--- src/hw/icache_cfg.svh ---
`ifndef ICACHE_CFG_SVH
`define ICACHE_CFG_SVH

// Cache geometry

// Number of ways, also the width of every way mask
`define ICACHE_WAYS 4

// Sets per way
`define ICACHE_SETS 16

// 32-bit words per line
`define ICACHE_LINE_WORDS 4

// Byte address width of the fetch and bus sides
`define ICACHE_ADDR_W 32

`endif

--- src/hw/icache_pkg.sv ---
`include "icache_cfg.svh"

package icache_pkg;

	// Field widths of a byte address
	localparam int WORD_W  = $clog2(`ICACHE_LINE_WORDS);  // Word within the line
	localparam int INDEX_W = $clog2(`ICACHE_SETS);        // Set number
	localparam int TAG_W   = `ICACHE_ADDR_W - INDEX_W - WORD_W - 2;

	typedef logic [`ICACHE_ADDR_W-1:0] addr_t;      // Byte address
	typedef logic [31:0]               inst_t;      // Instruction word
	typedef logic [TAG_W-1:0]          tag_t;       // Address bits above the index
	typedef logic [INDEX_W-1:0]        index_t;     // Address bits 7:4
	typedef logic [WORD_W-1:0]         word_sel_t;  // Address bits 3:2
	typedef logic [`ICACHE_WAYS-1:0]   way_mask_t;  // One-hot or hit vector

	// Miss engine states
	typedef enum logic {
		RF_IDLE,
		RF_FETCH
	} refill_state_t;

endpackage

--- src/hw/icache_way.sv ---
`timescale 1ns/1ps
`include "icache_cfg.svh"

module icache_way (
	input  logic                  clk,
	input  logic                  rst,
	input  logic                  flush,
	input  icache_pkg::tag_t      stage_tag,
	input  icache_pkg::index_t    stage_index,
	input  icache_pkg::word_sel_t stage_word,
	input  logic                  fill_en,
	input  icache_pkg::word_sel_t fill_word_sel,
	input  icache_pkg::inst_t     fill_data,
	input  logic                  fill_last,
	output logic                  hit,
	output icache_pkg::inst_t     rd_word
);

	icache_pkg::tag_t        tag_mem  [`ICACHE_SETS];
	icache_pkg::inst_t       data_mem [`ICACHE_SETS][`ICACHE_LINE_WORDS];
	logic [`ICACHE_SETS-1:0] valid_q;

	// Compare against the staged address
	assign hit     = valid_q[stage_index] && (tag_mem[stage_index] == stage_tag);
	assign rd_word = data_mem[stage_index][stage_word];  // Asynchronous word read

	// Line fill, one word per acked beat
	always_ff @(posedge clk) begin
		if (fill_en) begin
			data_mem[stage_index][fill_word_sel] <= fill_data;
			if (fill_last) begin
				tag_mem[stage_index] <= stage_tag;  // Tag goes in with the last word
			end
		end
	end

	// Valid bits
	always_ff @(posedge clk) begin
		if (rst) begin
			valid_q <= '0;
		end else begin
			if (flush) begin
				valid_q <= '0;
			end
			// A final beat in the flush edge still marks its own line
			if (fill_en && fill_last) begin
				valid_q[stage_index] <= 1'b1;
			end
		end
	end

endmodule

--- config.mk ---
export PLATFORM = sky130hd
export DESIGN_NAME = icache_way
export DESIGN_NICKNAME = d
export VERILOG_FILES = /design/src/hw/icache_pkg.sv /design/src/hw/icache_way.sv
export VERILOG_INCLUDE_DIRS = /design/src /design/src/hw
export SDC_FILE = /design/constraint.sdc
export NUM_CORES = 2
export LEC_CHECK = 0
export BUFFER_PORTS_ARGS = -buffer_cell sky130_fd_sc_hd__buf_4
export CORE_MARGIN = 1.5
export CORE_UTILIZATION = 35
export DETAILED_ROUTE_END_ITERATION = 12
export GPL_TIMING_DRIVEN = 1
export PLACE_DENSITY = 0.45
export RECOVER_POWER = 100
export SLEW_MARGIN = 20
export SYNTH_ARGS = -nofsm -noshare
export SYNTH_HDL_FRONTEND = slang
export SYNTH_SLANG_ARGS = --single-unit
--- constraint.sdc ---
create_clock -name clk -period 4.2 [get_ports clk]
set_input_delay 0.63 -clock clk [delete_from_list [all_inputs] [get_ports clk]]
set_output_delay 0.63 -clock clk [all_outputs]
set_load 0.02 [all_outputs]
==> impl_metrics.tcl <==
set metrics [dict create \
    final_cell_mix "edfxtp_1 (2432), mux4_2 (756), clkbuf_16 (286)" \
    numCtsBuffers 274 \
    yosysTopAreaCell "edfxtp_1" \
    synth-simple-area-share 0.008040 \
    grt_antenna_before_repair 21 \
    powerDensity_nw_per_um2 480.2 \
    synth_top_family_by_area "multiplexers" \
    avgSynthCellArea_um2 24.93 \
    final_cell_count_no_fill 7954 \
    fin_crit_ps 4118 \
    outcome "complete, but fails checks" \
    portBuffers 101 \
    relSlewSlack -1.040 \
    cp-start-kind "primary input" \
    intPower_mw 41.07 \
    drtIter0Drc 4784 \
    synth_cell_type_count 51 \
    cts.clk_slew.worst_paths_ps 60 \
    ys_top_cells_by_area "edfxtp_1 (78%), mux4_2 (18%), mux2i_1 (0.60%)" \
    htree_levels 5 \
    grt_max_degree 65 \
    timing.hold.ws_ps 76.13 \
    fin_crit_sh 0.9804 \
    finalClockSkew_ps 0 \
    detail_route.wl_per_cell_um 34.68 \
    clock_power_share 0.427 \
    totalWireLength_um 275800 \
    final_common_cell "edfxtp_1" \
    cp.required_ps 3570 \
    p_comb_frac 0.053 \
    gr-usage-all-layers 0.2037 \
    die_h_um 519.9 \
    setup_violations 0 \
    synthMuxAreaShare 0.1886 \
    ys_seq_area_frac 0.7842 \
    root_buffer "clkbuf_16" \
    synth_xor_area_frac 0.002060 \
    hold_violations 0 \
    first_pass_iters 7 \
    syn_inst 3752 \
    swShare 0.2121 \
    cp-end-kind "output pin" \
    ant_nets 0 \
    worst-path-max-fanout 33 \
    yosys_warnings 0 \
    dp_hpwl_um 156300 \
    violations "capacitance limit, slew limit" \
    vias 43534 \
    grt_pass1_wl_um 379000 \
    async_flop_share 0 \
    dp_cells 7476 \
    grt_overflow 0 \
    vdd_ir_drop_max_mv 0.3135 \
    cap_viol_max_count 125 \
    power.total_mw 52.13 \
    layout.nets 4291 \
    core_area_um2 265600 \
    synth_nets 3821 \
    fmax_ghz 0.2429 \
    drc 0 \
    min_path_type "in2reg" \
    hold_buffers 0 \
    synth_fa_ha_area_frac 0 \
    synth_edf_count 2432 \
    fp.dieArea_um2 270300 \
    fin_util 0.4088 \
    synth_top_cell_area_share 0.7808 \
    worstPathArrival_ps 3490 \
    power_leakage_nw 33.23 \
    synth-compound-area-share 0.006234 \
    tritoncts "done" \
    grt_pass1_vias 44635 \
    ys.flop_type "edfxtp_1" \
    ys_ff_latch 2448 \
    power_switching_mw 11.06 \
    power_frac_seq 0.521 \
    cts_sinks 2448 \
    initial_core_util 0.3522 \
    die_x_um 519.9 \
    worst_slew_pin_slew_ps 3059 \
    crit_type "in2out" \
    place_congestion 0.7398 \
    netlist_area_um2 93530 \
    clockBufferDepth 4 \
    io_pins 102 \
    clkLatencyLatePin_ps 860 \
    row_count 189 \
    drv_slew 3698 \
    area_delta_synth_final_pct 16.07 \
    drive_gt1_frac 0.3099 \
    via_per_inst 5.473 \
]
==> critical path: stages <==
cell    delay [ps]
buf_8          200
buf_12         240
buf_16         300
buf_12         180
mux4_2         500
mux4_2         500
mux4_2         600
buf_4          210
==> layer usage <==
metal | track usage | wire (um)
met5 | 0 | 68
met2 | 0.3381 | 135600
met4 | 0.04530 | 6984
met1 | 0.2837 | 119300
met3 | 0.03134 | 13880
==> timing repair <==
item | 4_1_cts | 5_1_grt
resized for setup | 15 | 4
pin swaps | 8 | 3
gates cloned | 0 | 0
buffers inserted | 1 | 1
endpoints found under the setup margin | 1 | 3
==> area by class of cell <==
type,count,area [um2]
multi-input cells,1098,19560
flip-flops and latches,2448,73350
clock inverters,97,611.8
inverters,11,41.29
clock buffers,374,7507
fillers,23254,157000
well taps,3533,4420
repair buffers,389,3054
diodes,4,10.01
==> through the flow <==
stage          setup WS, ps  setup TNS (ps)  instance area, um2
6_report              82.30               0              108600
5_1_grt              -2.887          -2.887              108600
4_1_cts              -5.292          -5.292              109700
3_5_place_dp         -74.58          -74.58              101500
3_3_place_gp         -307.3          -307.3              101500
2_1_floorplan         410.1               0               93530
==> sequential cells by signal, summed over array words and instances (netlist names) <==
| register | count |
|---|---|
| tag_mem | 384 |
| data_mem | 2048 |
| valid_q | 16 |
==> worst paths after layout <==
| check | end | slack [ps] | cells after the start | from |
|---|---|---|---|---|
| max | rd_word[19] | 80 | 8 | stage_index[0] |
| min | valid_q[13] | 80 | 2 | rst |
| max reg2reg | valid_q[12] | 3570 | 2 | valid_q[12] |
| min reg2reg | valid_q[6] | 490 | 2 | valid_q[6] |
==> power groups by stage <==
stage	clock network, mW	registers, mW	logic [mW]
3_5_place_dp	0	27.6	2.86
6_report	22.2	27.1	2.75
5_1_grt	23.6	27.1	2.92
2_1_floorplan	0	27.6	1.47
3_3_place_gp	0	27.6	2.84
4_1_cts	22.8	27.1	2.87
==> cell usage after synthesis, types with 2 or more instances <==
master / number
edfxtp_1: 2432
mux4_2: 756
nor2_1: 103
clkbuf_1: 84
buf_2: 62
mux2i_1: 56
nand2_1: 31
buf_1: 25
a21oi_1: 24
dfxtp_1: 16
xor2_1: 15
buf_6: 13
o21ai_0: 13
nor2b_1: 12
inv_1: 11
a221oi_1: 10
buf_4: 9
nand3_1: 9
xnor2_1: 7
a22oi_1: 6
o22ai_1: 6
mux2_2: 5
nand2b_1: 4
a211oi_1: 3
nand3b_1: 3
nand4_1: 3
nor3_1: 3
a222oi_1: 2
a2bb2oi_1: 2
a31oi_1: 2
and2_1: 2
o2111ai_1: 2
o211ai_1: 2
o2bb2ai_1: 2
==> logic make-up (layout without fill, tap and decap cells) <==
| logic type | Yosys count | count (layout) |
|---|---|---|
| other cells | 0 | 4 |
| flops | 2448 | 2448 |
| compound gates | 85 | 85 |
| simple gates | 174 | 174 |
| xor+xnor | 22 | 22 |
| buf+inv | 206 | 871 |
| mux | 817 | 817 |
(Power assumes the default switching activity.)
