File: config.mk
export PLATFORM = sky130hd
export DESIGN_NAME = icache_refill
export DESIGN_NICKNAME = d
export VERILOG_FILES = /design/src/hw/icache_pkg.sv /design/src/hw/icache_refill.sv
export VERILOG_INCLUDE_DIRS = /design/src /design/src/hw
export SDC_FILE = /design/constraint.sdc
export NUM_CORES = 1
export LEC_CHECK = 0
export BUFFER_PORTS_ARGS = -buffer_cell sky130_fd_sc_hd__buf_4
export CORE_AREA = 2 2 118 120
export DETAILED_ROUTE_END_ITERATION = 6
export DIE_AREA = 0 0 120 122
export PLACE_DENSITY = 0.57
export SYNTH_ARGS = -nofsm -noshare
export SYNTH_HDL_FRONTEND = slang
export SYNTH_SLANG_ARGS = --single-unit
File: constraint.sdc
create_clock -name clk -period 8.9 [get_ports clk]
set_clock_uncertainty 0.2 [all_clocks]
set_input_delay 0.89 -clock clk [delete_from_list [all_inputs] [get_ports clk]]
set_output_delay 0.89 -clock clk [all_outputs]
set_load 0.1 [all_outputs]
File: src/hw/icache_cfg.svh
`ifndef ICACHE_CFG_SVH
`define ICACHE_CFG_SVH

// Cache geometry

// Number of ways, also the width of every way mask
`define ICACHE_WAYS 4

// Sets per way
`define ICACHE_SETS 16

// 32-bit words per line
`define ICACHE_LINE_WORDS 4

// Byte address width of the fetch and bus sides
`define ICACHE_ADDR_W 32

`endif

File: src/hw/icache_pkg.sv
`include "icache_cfg.svh"

package icache_pkg;

	// Field widths of a byte address
	localparam int WORD_W  = $clog2(`ICACHE_LINE_WORDS);  // Word within the line
	localparam int INDEX_W = $clog2(`ICACHE_SETS);        // Set number
	localparam int TAG_W   = `ICACHE_ADDR_W - INDEX_W - WORD_W - 2;

	typedef logic [`ICACHE_ADDR_W-1:0] addr_t;      // Byte address
	typedef logic [31:0]               inst_t;      // Instruction word
	typedef logic [TAG_W-1:0]          tag_t;       // Address bits above the index
	typedef logic [INDEX_W-1:0]        index_t;     // Address bits 7:4
	typedef logic [WORD_W-1:0]         word_sel_t;  // Address bits 3:2
	typedef logic [`ICACHE_WAYS-1:0]   way_mask_t;  // One-hot or hit vector

	// Miss engine states
	typedef enum logic {
		RF_IDLE,
		RF_FETCH
	} refill_state_t;

endpackage

File: src/hw/icache_refill.sv
`timescale 1ns/1ps
`include "icache_cfg.svh"

module icache_refill (
	input  logic                  clk,
	input  logic                  rst,
	input  logic                  stage_valid,
	input  icache_pkg::tag_t      stage_tag,
	input  icache_pkg::index_t    stage_index,
	input  icache_pkg::way_mask_t way_hit,
	input  icache_pkg::inst_t     way_words [`ICACHE_WAYS],
	input  icache_pkg::way_mask_t victim,
	output logic                  resp_valid,
	output icache_pkg::inst_t     resp_inst,
	input  logic                  resp_ready,
	output logic                  stage_done,
	output logic                  line_filled,
	output icache_pkg::way_mask_t fill_mask,
	output icache_pkg::word_sel_t fill_word_sel,
	output icache_pkg::inst_t     fill_data,
	output logic                  fill_last,
	output logic                  wb_cyc,
	output logic                  wb_stb,
	output icache_pkg::addr_t     wb_adr,
	input  logic                  wb_ack,
	input  icache_pkg::inst_t     wb_dat_r
);

	icache_pkg::refill_state_t state_q;
	icache_pkg::way_mask_t     victim_q;     // Way being filled
	icache_pkg::word_sel_t     beat_q;       // Line word on the bus
	icache_pkg::inst_t         hit_word;
	icache_pkg::inst_t         hold_inst_q;
	logic                      hold_q;       // Answer parked while the core stalls
	logic                      hit_any;
	logic                      miss;
	logic                      fetching;
	logic                      beat_done;

	// Hit vector is one-hot, so an OR of masked words is the mux
	always_comb begin
		hit_word = '0;
		for (int i = 0; i < `ICACHE_WAYS; i++) begin
			if (way_hit[i]) begin
				hit_word = hit_word | way_words[i];
			end
		end
	end

	assign hit_any    = |way_hit;
	assign resp_valid = stage_valid && (hit_any || hold_q);
	assign resp_inst  = hold_q ? hold_inst_q : hit_word;
	assign stage_done = resp_valid && resp_ready;
	assign miss       = stage_valid && !hit_any && !hold_q;

	// Once offered, the answer stays put even if a flush drops the line
	always_ff @(posedge clk) begin
		if (rst) begin
			hold_q <= 1'b0;
		end else if (stage_done) begin
			hold_q <= 1'b0;
		end else if (resp_valid) begin
			hold_q <= 1'b1;
		end
	end

	always_ff @(posedge clk) begin
		if (resp_valid && !hold_q) begin
			hold_inst_q <= hit_word;
		end
	end

	// Miss engine
	always_ff @(posedge clk) begin
		if (rst) begin
			state_q  <= icache_pkg::RF_IDLE;
			victim_q <= '0;
			beat_q   <= '0;
		end else begin
			case (state_q)
				icache_pkg::RF_IDLE: begin
					if (miss) begin
						state_q  <= icache_pkg::RF_FETCH;
						victim_q <= victim;
						beat_q   <= '0;  // Start at the line base
					end
				end
				icache_pkg::RF_FETCH: begin
					if (wb_ack) begin
						beat_q <= beat_q + 1'b1;
						if (fill_last) begin
							state_q <= icache_pkg::RF_IDLE;
						end
					end
				end
			endcase
		end
	end

	assign fetching  = (state_q == icache_pkg::RF_FETCH);
	assign beat_done = fetching && wb_ack;

	// Classic cycle held for the whole line
	assign wb_cyc = fetching;
	assign wb_stb = fetching;
	assign wb_adr = {stage_tag, stage_index, beat_q, 2'b00};

	// Each acked word goes straight into the victim way
	assign fill_mask     = beat_done ? victim_q : '0;
	assign fill_word_sel = beat_q;
	assign fill_data     = wb_dat_r;
	assign fill_last     = beat_done &&
		(beat_q == icache_pkg::word_sel_t'(`ICACHE_LINE_WORDS - 1));
	assign line_filled   = fill_last;  // Also steps the victim pointer

endmodule

==> results.ini <==
[outcome]
outcome=finished clean

[timing]
hold_viol_final=0
finalMaxSlewViolations=0
worst_slew_pin_slew_ns=0.880
setup_viol=0
fmax_mhz=295
worst_hold_slack_ns=0.278
finalCriticalPeriod_ns=3.40
rsz0062_at_grt=no
relSlewSlack_pct=41.3
fin_crit_sh_pct=38.1
final.setup.tns_ns=0

[die]
io_pins=309
die-area_um2=14600
start_util_pct=21.7
chipHeight_um=122
dieWidth_um=120
num_rows=43
core_region_area_um2=13500

[synthesis]
avgSynthCellArea_um2=10.0
synth_area_leaders=edfxtp_1, buf_4, a22oi_1
netlist_area_um2=2940
yosys-top-cells-count=buf_4, a22oi_1, nand2_1
synth_top_area_cell=edfxtp_1
ys.flop_type=edfxtp_1
syn_inst=293
ys_seq_area_share_pct=38.2
synth_warnings=0
synth_top_area_share_pct=32.7
synth.distinct_cells=27
ys_ff_latch=40
synthMostInstantiatedCell=buf_4
async_reset_ff_share_pct=0
synth_edf_count=32

[clocking]
cts_tree=done
clkLatencyLatePin_ns=0.28
cts_buffer_depth=2
clkSinkCount=40
cts_hold_buf=0
cts_htree_levels=2
root_buffer=clkbuf_16
cts_setup_buffers=0
cts_buffers=5
cts_resized=0
path_clk_slew_ns=0.06

[global_route]
grt_first_pass_wirelength_um=13700
grt_overflow=0
antenna_found_initial=0
grt_pass1_vias=2583
grt_max_degree=36
grt_usage_pct=11.8

[layout]
area_growth_pct=41.6
seqCellArea_um2=1120
filler_cell_count=1404
final_nets=603
multi_input_area_um2=1240
drive_gt1_share_pct=57.2
diodes=0

[power_and_ir_drop]
p_per_area_nw_per_um2=170
pwr-share-seq_pct=31.7
p_leak_nw=1.80
vdd_ir_drop_max_v=0.0000891
p_int_mw=0.440
pwr-share-clk_pct=28.7
p_sw_mw=0.265
swShare_pct=37.6
combPwrFrac_pct=39.6
p_total_mw=0.705

[placement]
dp_hpwl_um=6880
io_buffer_count=186
routabilityCongestion=0.690

[critical_path]
crit_path_start_kind=primary input
critPathMaxFanout=33
cp_cell_sequence=buf_4, or3_4, nor3_1, nor2_1, buf_4
crit_required_ns=7.81
cp-end-kind=primary output
critPathTopFamily=simple AND/OR/NAND/NOR gates
crit_slowest_cell=or3_4
crit_buf_inv=2
cp_slowest_stage_delay_ns=0.43
cp.arrival_ns=2.31
crit_path_frequent_cell=buf_4
path_class=primary input to primary output

[worst_hold_path]
hp-class=register to register

[route]
ant_nets=0
drt_iter0_markers=108
dr.pass1.iters=4
drcViolationCount=0
viasPerCell=4.53
wirelength_um=9230
vias=2634
wl_per_cell_um=15.9

[run]
maxCapViolCount=0

[path summary, 6_finish.rpt]
check                    to   startpoint  cells after the start  slack, ns
min             victim_q[3]  victim_q[3]                      2       0.28
max              stage_done   way_hit[0]                      5       5.50
max reg2reg  hold_inst_q[7]       hold_q                      4       6.45
min reg2reg     victim_q[3]  victim_q[3]                      2       0.28
[cell families after synthesis]
logic type,share of synthesized area [%]
AOI/OAI and AO/OA,17.6
adders and majority gates,0.426
buffers and inverters,19.9
DFF,38.2
muxes,13.6
other,0.128
and+or+nand+nor,10.1
[state kept, by name, summed over array words and instances (netlist names)]
register	count
fill_word_sel	2
victim_q	4
hold_inst_q	32
wb_cyc	1
hold_q	1
[routing by layer]
metal / wire length, um / GRT usage [%]
met4: 259 / 4.85
met5: 0 / 0
met2: 4640 / 21.0
met3: 898 / 3.75
met1: 3430 / 13.1
[power by group through the flow]
| stage | combinational, mW | sequential, mW | clock (mW) |
|---|---|---|---|
| after global routing | 0.293 | 0.225 | 0.222 |
| final | 0.279 | 0.223 | 0.202 |
| after global placement | 0.279 | 0.227 | 0 |
| after floorplan | 0.323 | 0.224 | 0 |
| after CTS | 0.281 | 0.224 | 0.213 |
| after detailed placement | 0.281 | 0.228 | 0 |
[layout make-up]
cell class	instances	area share [%]
well taps	180	5.42
clock inverters	2	0.843
multi-input cells	166	29.8
flip-flops and latches	40	27.0
repair buffers	187	33.8
clock buffers	6	3.10
inverters	1	0.0903
[tightest hold or removal path, cell delays in order (launching register included)]
cell and delay, ns:
dfxtp_1 0.31, nand2b_1 0.07, mux2i_1 0.06
[metrics by stage]
stage          util (%)  cell area, um2  setup WS, ns  cells
3_5_place_dp       29.6            3990          5.52    574
3_3_place_gp       29.6            3990          5.54    574
2_1_floorplan         -            2940          4.25    294
5_1_grt            30.8            4160          5.37    582
6_report           30.8            4160          5.50    582
4_1_cts            30.8            4160          5.52    582
[placed cells by master (no fill, tap or decap), types with 4 or more instances in the layout]
| master | n |
|---|---|
| mux2i_1 | 4 |
| buf_4 | 187 |
| a22oi_1 | 64 |
| and3_1 | 5 |
| clkbuf_16 | 5 |
| mux2_2 | 32 |
| edfxtp_1 | 32 |
| nand2b_1 | 9 |
| dfxtp_1 | 7 |
| nand2_1 | 34 |
No activity file was read; power rests on OpenSTA's default activity.
