--- config.mk ---
export PLATFORM = sky130hd
export DESIGN_NAME = icache_lookup
export DESIGN_NICKNAME = d
export VERILOG_FILES = /design/src/hw/icache_pkg.sv /design/src/hw/icache_lookup.sv
export VERILOG_INCLUDE_DIRS = /design/src /design/src/hw
export SDC_FILE = /design/constraint.sdc
export NUM_CORES = 1
export LEC_CHECK = 0
export ABC_AREA = 0
export BUFFER_PORTS_ARGS = -buffer_cell sky130_fd_sc_hd__buf_2
export CORE_UTILIZATION = 30
export DETAILED_ROUTE_END_ITERATION = 10
export PLACE_DENSITY = 0.58
export SLEW_MARGIN = 10
export SYNTH_ARGS = -nofsm -noshare
export SYNTH_HDL_FRONTEND = slang
export SYNTH_SLANG_ARGS = --single-unit
--- constraint.sdc ---
create_clock -name clk -period 3.85 [get_ports clk]
set_clock_uncertainty 0.1 [all_clocks]
set_input_delay 0.1925 -clock clk [delete_from_list [all_inputs] [get_ports clk]]
set_output_delay 0.1925 -clock clk [all_outputs]
set_load 0.01 [all_outputs]
--- src/hw/icache_cfg.svh ---
`ifndef ICACHE_CFG_SVH
`define ICACHE_CFG_SVH

// Cache geometry

// Number of ways, also the width of every way mask
`define ICACHE_WAYS 4

// Sets per way
`define ICACHE_SETS 16

// 32-bit words per line
`define ICACHE_LINE_WORDS 4

// Byte address width of the fetch and bus sides
`define ICACHE_ADDR_W 32

`endif

--- src/hw/icache_pkg.sv ---
`include "icache_cfg.svh"

package icache_pkg;

	// Field widths of a byte address
	localparam int WORD_W  = $clog2(`ICACHE_LINE_WORDS);  // Word within the line
	localparam int INDEX_W = $clog2(`ICACHE_SETS);        // Set number
	localparam int TAG_W   = `ICACHE_ADDR_W - INDEX_W - WORD_W - 2;

	typedef logic [`ICACHE_ADDR_W-1:0] addr_t;      // Byte address
	typedef logic [31:0]               inst_t;      // Instruction word
	typedef logic [TAG_W-1:0]          tag_t;       // Address bits above the index
	typedef logic [INDEX_W-1:0]        index_t;     // Address bits 7:4
	typedef logic [WORD_W-1:0]         word_sel_t;  // Address bits 3:2
	typedef logic [`ICACHE_WAYS-1:0]   way_mask_t;  // One-hot or hit vector

	// Miss engine states
	typedef enum logic {
		RF_IDLE,
		RF_FETCH
	} refill_state_t;

endpackage

--- src/hw/icache_lookup.sv ---
`timescale 1ns/1ps
`include "icache_cfg.svh"

module icache_lookup (
	input  logic                  clk,
	input  logic                  rst,
	input  logic                  req_valid,
	input  icache_pkg::addr_t     req_addr,
	output logic                  req_ready,
	input  logic                  stage_done,
	input  logic                  line_filled,
	output logic                  stage_valid,
	output icache_pkg::tag_t      stage_tag,
	output icache_pkg::index_t    stage_index,
	output icache_pkg::word_sel_t stage_word,
	output icache_pkg::way_mask_t victim
);

	// Low bit of each address field
	localparam int WORD_LO  = 2;
	localparam int INDEX_LO = WORD_LO + icache_pkg::WORD_W;
	localparam int TAG_LO   = INDEX_LO + icache_pkg::INDEX_W;

	logic accept;

	// Stage frees up in the same cycle its response completes
	assign req_ready = !(stage_valid && !stage_done);
	assign accept    = req_valid && req_ready;

	always_ff @(posedge clk) begin
		if (rst) begin
			stage_valid <= 1'b0;
		end else if (accept) begin
			stage_valid <= 1'b1;  // Back-to-back requests keep it set
		end else if (stage_done) begin
			stage_valid <= 1'b0;
		end
	end

	// Accepted address split into tag, set and word
	always_ff @(posedge clk) begin
		if (accept) begin
			stage_tag   <= req_addr[`ICACHE_ADDR_W-1:TAG_LO];
			stage_index <= req_addr[TAG_LO-1:INDEX_LO];
			stage_word  <= req_addr[INDEX_LO-1:WORD_LO];
		end
	end

	// Round-robin victim, one step per completed refill
	always_ff @(posedge clk) begin
		if (rst) begin
			victim <= icache_pkg::way_mask_t'(1);  // Way 0 first
		end else if (line_filled) begin
			victim <= {victim[`ICACHE_WAYS-2:0], victim[`ICACHE_WAYS-1]};
		end
	end

endmodule

==> results of run 1 <==
## logic make-up (layout without fill, tap and decap cells)
family / Yosys count / in the layout / synth area share
compound gates: 2 / 2 / 0.0126
mux: 3 / 3 / 0.0276
simple gates: 6 / 6 / 0.0276
buf+inv: 2 / 112 / 0.0138
flops: 35 / 35 / 0.918
## sequential cells by signal, indices dropped and copies added (netlist names)
name,cells
stage_word,2
victim,4
stage_tag,24
stage_index,4
stage_valid,1
## timing repair
item,CTS,global route
setup endpoints to repair,0,0
hold endpoints to repair,34,0
hold buffers,32,0
resized for setup,0,0
## synthesized netlist by cell type
master / instances / area (sq um)
a211o_1: 1 / 8.76
a21oi_1: 1 / 5.00
and2_1: 1 / 6.26
buf_6: 1 / 11.3
dfxtp_1: 5 / 100
edfxtp_1: 30 / 901
inv_1: 1 / 3.75
mux2i_1: 3 / 30.0
nand2b_1: 1 / 6.26
nor2_1: 3 / 11.3
nor2b_1: 1 / 6.26
## worst max path at each step
stage / start / end / slack (ps) / depth (start not counted)
after floorplan: stage_valid / stage_index[0] / 2100 / 2
after global placement: stage_done / stage_index[0] / 2560 / 4
after detailed placement: stage_valid / stage_tag[4] / 2520 / 3
after CTS: req_valid / stage_tag[16] / 2470 / 4
after global routing: req_valid / stage_tag[16] / 2430 / 4
final: req_valid / stage_tag[16] / 2450 / 4
## layout make-up
type / instances / share of cell area
repair buffers: 103 / 0.362
flip-flops and latches: 35 / 0.534
well taps: 46 / 0.0307
clock inverters: 1 / 0.00267
clock buffers: 7 / 0.0294
inverters: 1 / 0.00200
multi-input cells: 11 / 0.0394
## power groups by stage
stage               Sequential, mW  Combinational, mW  Clock [mW]
floorplan                    0.464             0.0124           0
global placement             0.450             0.0631           0
detailed placement           0.451             0.0648           0
CTS                          0.442             0.0895       0.212
global route                 0.444             0.0958       0.228
finish                       0.442             0.0895       0.201
## through the flow
stage / utilization / power, mW / area (sq um) / cells
2_1_floorplan: - / 0.476 / 1090 / 48
3_3_place_gp: 0.437 / 0.513 / 1490 / 164
3_5_place_dp: 0.437 / 0.516 / 1490 / 164
4_1_cts: 0.549 / 0.744 / 1870 / 204
5_1_grt: 0.549 / 0.769 / 1870 / 204
6_report: 0.549 / 0.733 / 1870 / 204
## critical path: stages
cell and delay, ps:
dlygate4sd3_1 530, buf_2 110, and2_1 110, buf_4 340
## routing by layer
metal | track usage | vias to the layer above
li1 | - | 397
met5 | 0 | -
met3 | 0.0625 | 5
met2 | 0.234 | 45
met1 | 0.118 | 376
met4 | 0.0610 | 0
==> out/summary.txt, run 1 <==
status: finished, final reports clean
Clock Power Share: 0.275
Critical Path AT: 1290 ps
Die H: 62.3 um
Crit Path Max Fanout: 30
# nets final: 194
Diodes inserted: 0
PortBufs: 70
M1 wire length: 893 um
Detail Route met3 WL: 151 um
#FFs+latches synth: 35
P&R area growth vs syn: 72.0%
worst-margin pin slew: 368 ps
Synth Warn #: 0
maximum clock insertion buffer count: 2
Hold Path Sink: victim[0]
Register Area: 1000 sq um
die area: 3880 sq um
net load switching power: 0.157 mW
core box area: 3420 sq um
Die W: 62.3 um
final WL: 2.35 mm
Gate power share: 0.122
Yosys cell types: 11
most common cell after layout, fill and taps aside: buf_2
Slew Limit Fails: 0
total gr overflow: 0
Crit. End Element: flip-flop
Max VDD drop: 0.253 mV
R2R Setup Slk: 2520 ps
largest net degree at the start of global routing: 31
DP HPWL: 1.40 mm
first-pass GRT wire length: 3.60 mm
Vias per Instance: 4.03
setup bufs post-CTS: 0
P_int: 0.576 mW
Multi-input gate area: 73.8 sq um
worst r2r path cells: 3
Hold WS: 84.3 ps
top sig layer: met4
Clk pin slew, worst setup/hold paths: 100 ps
Critical Path RT: 3740 ps
final hold viol count: 0
Starting Density: 0.319
TritonCTS clock tree: done
met2 routed WL: 1.27 mm
CP Launch Type: input pin
Post-Synthesis Cells: 48
sequential share of power: 0.603
Residual DRC: 0
io pins: 73
routability congestion estimate: 0.642
Post-DRT Antenna Nets: 0
Max-cap violations: 0
pre-CTS setup slack: 2520 ps
synthesized cell area: 1090 sq um
Root Driver: clkbuf_4
Seq/Total Area, Yosys: 0.918
HP Class: in2reg
setup_tns: 0 ps
synthesized area per cell: 22.7 sq um
Slew Limit Headroom: 0.755
fillers: 308
RSZ-0062 raised after global routing: false
Worst Hold Launch: line_filled
DR iter-0 viols: 22
Setup CP Type: in2reg
clock sink total: 35
hold-critical path depth: 2
final setup margin: 2450 ps
Worst R2R End: stage_tag[16]
RR Startpoint: stage_valid
First-pass DRT Iterations: 4
Vias: 823
Final period util: 0.364
Routed WL per cell: 11.5 um
number of global-route vias before repair: 840
FMAX: 713 MHz
share of layout cells above drive strength 1: 0.494
Leak Pwr: 0.824 nW
syn nets: 85
Tot GR Track Use: 0.128
PD cells: 391 nW/um^2
commonest cells after routing, fill and taps aside: buf_2 (70), dlygate4sd3_1 (32), edfxtp_1 (30)
Worst-Skew Late Latency: 330 ps
Setup violations, final: 0
Rows: 21
TritonCTS Buffers: 5
initial antenna violation count: 0
Sw Ratio: 0.214
Final min period: 1400 ps
H-Tree Level Count: 2
(Power assumes the default switching activity.)
==> run 2: changes to the inputs <==
==> constraint.sdc (replaced) <==
create_clock -name clk -period 1.4 [get_ports clk]
set_clock_uncertainty 0.1 [all_clocks]
set_input_delay 0.07 -clock clk [delete_from_list [all_inputs] [get_ports clk]]
set_output_delay 0.07 -clock clk [all_outputs]
set_load 0.01 [all_outputs]
==> out/summary.txt, run 2 (synthesized netlist as in run 1, its figures left out) <==
status: finished, final reports clean
hold-critical path depth: 3
io pins: 73
Critical Path AT: 1450 ps
first-pass GRT wire length: 3.84 mm
core box area: 3420 sq um
Final Core Density: 0.553
Post-DRT Antenna Nets: 0
number of global-route vias before repair: 868
commonest cells after routing, fill and taps aside: buf_2 (70), dlygate4sd3_1 (35), edfxtp_1 (30)
CP Launch Type: flip-flop
FMAX: 776 MHz
Slew Limit Fails: 0
Max-cap violations: 0
RSZ-0062 raised after global routing: false
TritonCTS clock tree: done
clock sink total: 35
P&R area growth vs syn: 73.4%
Final period util: 0.921
Routed WL per cell: 11.7 um
Vias per Instance: 3.96
Critical Path RT: 1560 ps
Slew Limit Headroom: 0.750
Worst-Skew Late Latency: 310 ps
DR iter-0 viols: 22
worst r2r path cells: 3
Final min period: 1290 ps
Max VDD drop: 0.539 mV
TritonCTS Buffers: 5
Diodes inserted: 0
Top Registers: stage_tag x24, stage_index x4, victim x4
setup bufs post-CTS: 0
Clk pin slew, worst setup/hold paths: 100 ps
die area: 3880 sq um
Leak Pwr: 0.831 nW
final hold viol count: 0
PortBufs: 70
R2R Setup Slk: 110 ps
Crit Path Max Fanout: 3
Hold Path Sink: victim[0]
# nets final: 196
setup_tns: 0 ps
Root Driver: clkbuf_4
RR Startpoint: stage_valid
initial antenna violation count: 0
Setup violations, final: 0
Vias: 815
maximum clock insertion buffer count: 2
most common cell after layout, fill and taps aside: buf_2
First-pass DRT Iterations: 3
total gr overflow: 0
Top delay family on crit path: buffers and inverters
routability congestion estimate: 0.623
worst path cell trace: nand2b_1 -> a21oi_1 -> dlygate4sd3_1
final WL: 2.40 mm
Starting Density: 0.319
CP max stage delay: 550 ps
Largest Register: stage_tag
Bufs and invs on worst path: 1
Residual DRC: 0
Worst Hold Launch: line_filled
share of layout cells above drive strength 1: 0.481
HP Class: in2reg
DP HPWL: 1.43 mm
Crit. End Element: flip-flop
worst-margin pin slew: 376 ps
Rows: 21
Tot GR Track Use: 0.136
Setup CP Type: reg2reg
Worst R2R End: stage_valid
H-Tree Level Count: 2
max reg flops: 24
largest net degree at the start of global routing: 31
Tot Pwr: 1.95 mW
PD cells: 1030 nW/um^2
Critical-path top delay cell: dlygate4sd3_1
Die H: 62.3 um
Die W: 62.3 um
==> run 2: metal layers <==
metal	share of wire	GRT usage	wire (um)	vias up
met2	0.51	0.250	1240	54
met1	0.39	0.133	945	355
met5	0	0	0	-
met3	0.085	0.0478	204	4
met4	0.0075	0.0698	18	0
li1	-	-	-	402
==> run 2: worst max path at each step <==
stage                           start             end  cells past startpoint
after floorplan           stage_valid  stage_index[0]                      2
after global placement    stage_valid   stage_tag[18]                      2
after detailed placement  stage_valid  stage_index[1]                      2
after CTS                 stage_valid    stage_tag[8]                      2
after global routing      stage_valid     stage_valid                      3
final                     stage_valid     stage_valid                      3
==> run 2: through the flow <==
stage,setup WS [ps],cells,hold slack [ps],instance area [sq um]
after floorplan,133,48,39.1,1090
after global placement,171,163,147,1490
after detailed placement,139,163,148,1490
after CTS,121,206,11.1,1890
after global routing,50.8,206,16.3,1890
final,111,206,32.7,1890
==> run 2: worst min-delay path: stages <==
cell and delay, ps:
buf_2 120, nor2b_1 130, a211o_1 110
==> run 2: power by group <==
| part | total, mW | switching [mW] | internal [mW] |
|---|---|---|---|
| registers | 1.22 | 0.0161 | 1.20 |
| clock network | 0.482 | 0.286 | 0.196 |
| logic | 0.252 | 0.107 | 0.145 |
| total | 1.95 | 0.409 | 1.54 |
==> run 2: cell type report <==
type / instances / area, sq um
Clock inverter: 1 / 5.00
Inverter: 1 / 3.75
Tap cell: 46 / 57.6
Timing Repair Buffer: 105 / 701
Multi-Input combinational cell: 11 / 76.3
Fill cell: 301 / 1530
Sequential cell: 35 / 1000
Clock buffer: 7 / 45.0
==> run 2: repair_timing <==
item / in CTS / in global routing
resized for setup: 0 / 0
hold buffers: 35 / 0
endpoints found under the hold margin: 35 / 0
==> run 3: changes to the inputs <==
--- a/config.mk
+++ b/config.mk
@@ -8,9 +8,12 @@
 export LEC_CHECK = 0
 export ABC_AREA = 0
 export BUFFER_PORTS_ARGS = -buffer_cell sky130_fd_sc_hd__buf_2
+export CELL_PAD_IN_SITES_DETAIL_PLACEMENT = 0
+export CELL_PAD_IN_SITES_GLOBAL_PLACEMENT = 1
 export CORE_UTILIZATION = 30
+export CTS_BUF_LIST = sky130_fd_sc_hd__clkbuf_16
 export DETAILED_ROUTE_END_ITERATION = 10
-export PLACE_DENSITY = 0.58
+export PLACE_DENSITY = 0.71
 export SLEW_MARGIN = 10
 export SYNTH_ARGS = -nofsm -noshare
 export SYNTH_HDL_FRONTEND = slang
==> out/summary.txt, run 3 (synthesized netlist as in run 1, its figures left out) <==
Residual DRC: 0
most common cell after layout, fill and taps aside: buf_2
fillers: 304
RSZ-0062 raised after global routing: false
TritonCTS clock tree: done
Critical Path AT: 1100 ps
Die W: 62.3 um
First-pass DRT Iterations: 2
PortBufs: 70
initial antenna violation count: 0
Slew Limit Fails: 0
DR iter-0 viols: 10
net load switching power: 0.467 mW
Starting Density: 0.319
share of layout cells above drive strength 1: 0.481
setup bufs post-CTS: 0
core box area: 3420 sq um
TritonCTS Buffers: 5
FMAX: 785 MHz
post-cts resize count: 0
Slew Limit Headroom: 0.745
Setup CP Type: reg2reg
worst path cell trace: nand2b_1 -> and2_4
Top Registers: stage_tag x24, stage_index x4, victim x4
Max-cap violations: 0
P&R area growth vs syn: 79.4%
Sw Ratio: 0.191
final WL: 2.23 mm
final setup margin: 126 ps
Critical Path RT: 1230 ps
final hold viol count: 0
Worst-Skew Late Latency: 270 ps
PD cells: 1250 nW/um^2
Rows: 21
RR Startpoint: stage_valid
first-pass GRT wire length: 3.62 mm
Gate power share: 0.100
Largest Register: stage_tag
H-Tree Level Count: 2
Vias per Instance: 3.98
Max VDD drop: 0.842 mV
Clk pin slew, worst setup/hold paths: 50 ps
io pins: 73
Root Driver: clkbuf_16
die area: 3880 sq um
HP Class: in2reg
Tot GR Track Use: 0.125
clock sink total: 35
Die H: 62.3 um
Setup violations, final: 0
setup_tns: 0 ps
commonest cells after routing, fill and taps aside: buf_2 (70), dlygate4sd3_1 (33), edfxtp_1 (30)
max reg flops: 24
# nets final: 194
pre-CTS setup slack: 115 ps
number of global-route vias before repair: 851
Post-DRT Antenna Nets: 0
maximum clock insertion buffer count: 2
Leak Pwr: 0.862 nW
Crit. End Element: flip-flop
CP max stage delay: 400 ps
Diodes inserted: 0
routability congestion estimate: 0.588
Worst Setup SP: stage_valid
Critical-path top delay cell: and2_4
worst-margin pin slew: 382 ps
sequential share of power: 0.498
Clock Power Share: 0.402
Final period util: 0.910
Final min period: 1270 ps
Worst Hold Launch: req_valid
Top delay family on crit path: simple AND/OR/NAND/NOR gates
CP Launch Type: flip-flop
status: finished, final reports clean
P_int: 1.98 mW
largest net degree at the start of global routing: 31
Bufs and invs on worst path: 0
total gr overflow: 0
Routed WL per cell: 11.0 um
Crit Path Max Fanout: 30
Vias: 811
==> run 3: area by class of cell <==
| class | count | area (sq um) | share of cell area |
|---|---|---|---|
| Sequential cell | 35 | 1000 | 0.512 |
| Timing Repair Buffer | 103 | 681 | 0.348 |
| Tap cell | 46 | 57.6 | 0.0294 |
| Clock inverter | 3 | 11.3 | 0.00576 |
| Clock buffer | 5 | 125 | 0.0640 |
| Inverter | 1 | 3.75 | 0.00192 |
| Multi-Input combinational cell | 11 | 76.3 | 0.0390 |
==> run 3: power by group through the flow <==
| stage | Combinational, mW | Sequential [mW] | Clock, mW |
|---|---|---|---|
| 6_report | 0.244 | 1.22 | 0.985 |
| 5_1_grt | 0.266 | 1.23 | 1.06 |
| 4_1_cts | 0.248 | 1.22 | 1.02 |
| 3_5_place_dp | 0.177 | 1.24 | 0 |
| 3_3_place_gp | 0.173 | 1.24 | 0 |
| 2_1_floorplan | 0.0359 | 1.27 | 0 |
==> run 3: metrics by stage <==
stage	total power, mW	area (sq um)	cells	util	hold slack (ps)
after floorplan	1.31	1090	48	-	39.1
after global placement	1.41	1490	163	0.436	148
after detailed placement	1.42	1490	163	0.436	148
after CTS	2.49	1960	204	0.573	276
after global routing	2.55	1960	204	0.573	289
final	2.45	1960	204	0.573	265
==> run 3: worst register-to-register path, stage by stage, from the launching register on <==
cell and delay, ps:
dfxtp_1 310, nand2b_1 110, and2_4 400
==> run 3: final timing paths <==
| path | cells after the start | slack, ps | to |
|---|---|---|---|
| worst min register to register | 1 | 400 | victim[0] |
| worst min-delay path | 2 | 270 | stage_tag[12] |
| worst max register to register | 2 | 130 | stage_tag[18] |
| worst max-delay path | 2 | 130 | stage_tag[18] |
==> run 3: what timing repair did <==
action / in CTS / in global routing
hold buffers: 33 / 0
hold endpoints to repair: 35 / 0
setup endpoints to repair: 0 / 0
==> run 3: per-layer routing <==
layer | up-vias | track usage | wire [um]
met5 | - | 0 | 0
met4 | 0 | 0.0436 | 12
met3 | 2 | 0.0588 | 184
met2 | 45 | 0.220 | 1180
met1 | 367 | 0.130 | 856
li1 | 397 | - | -
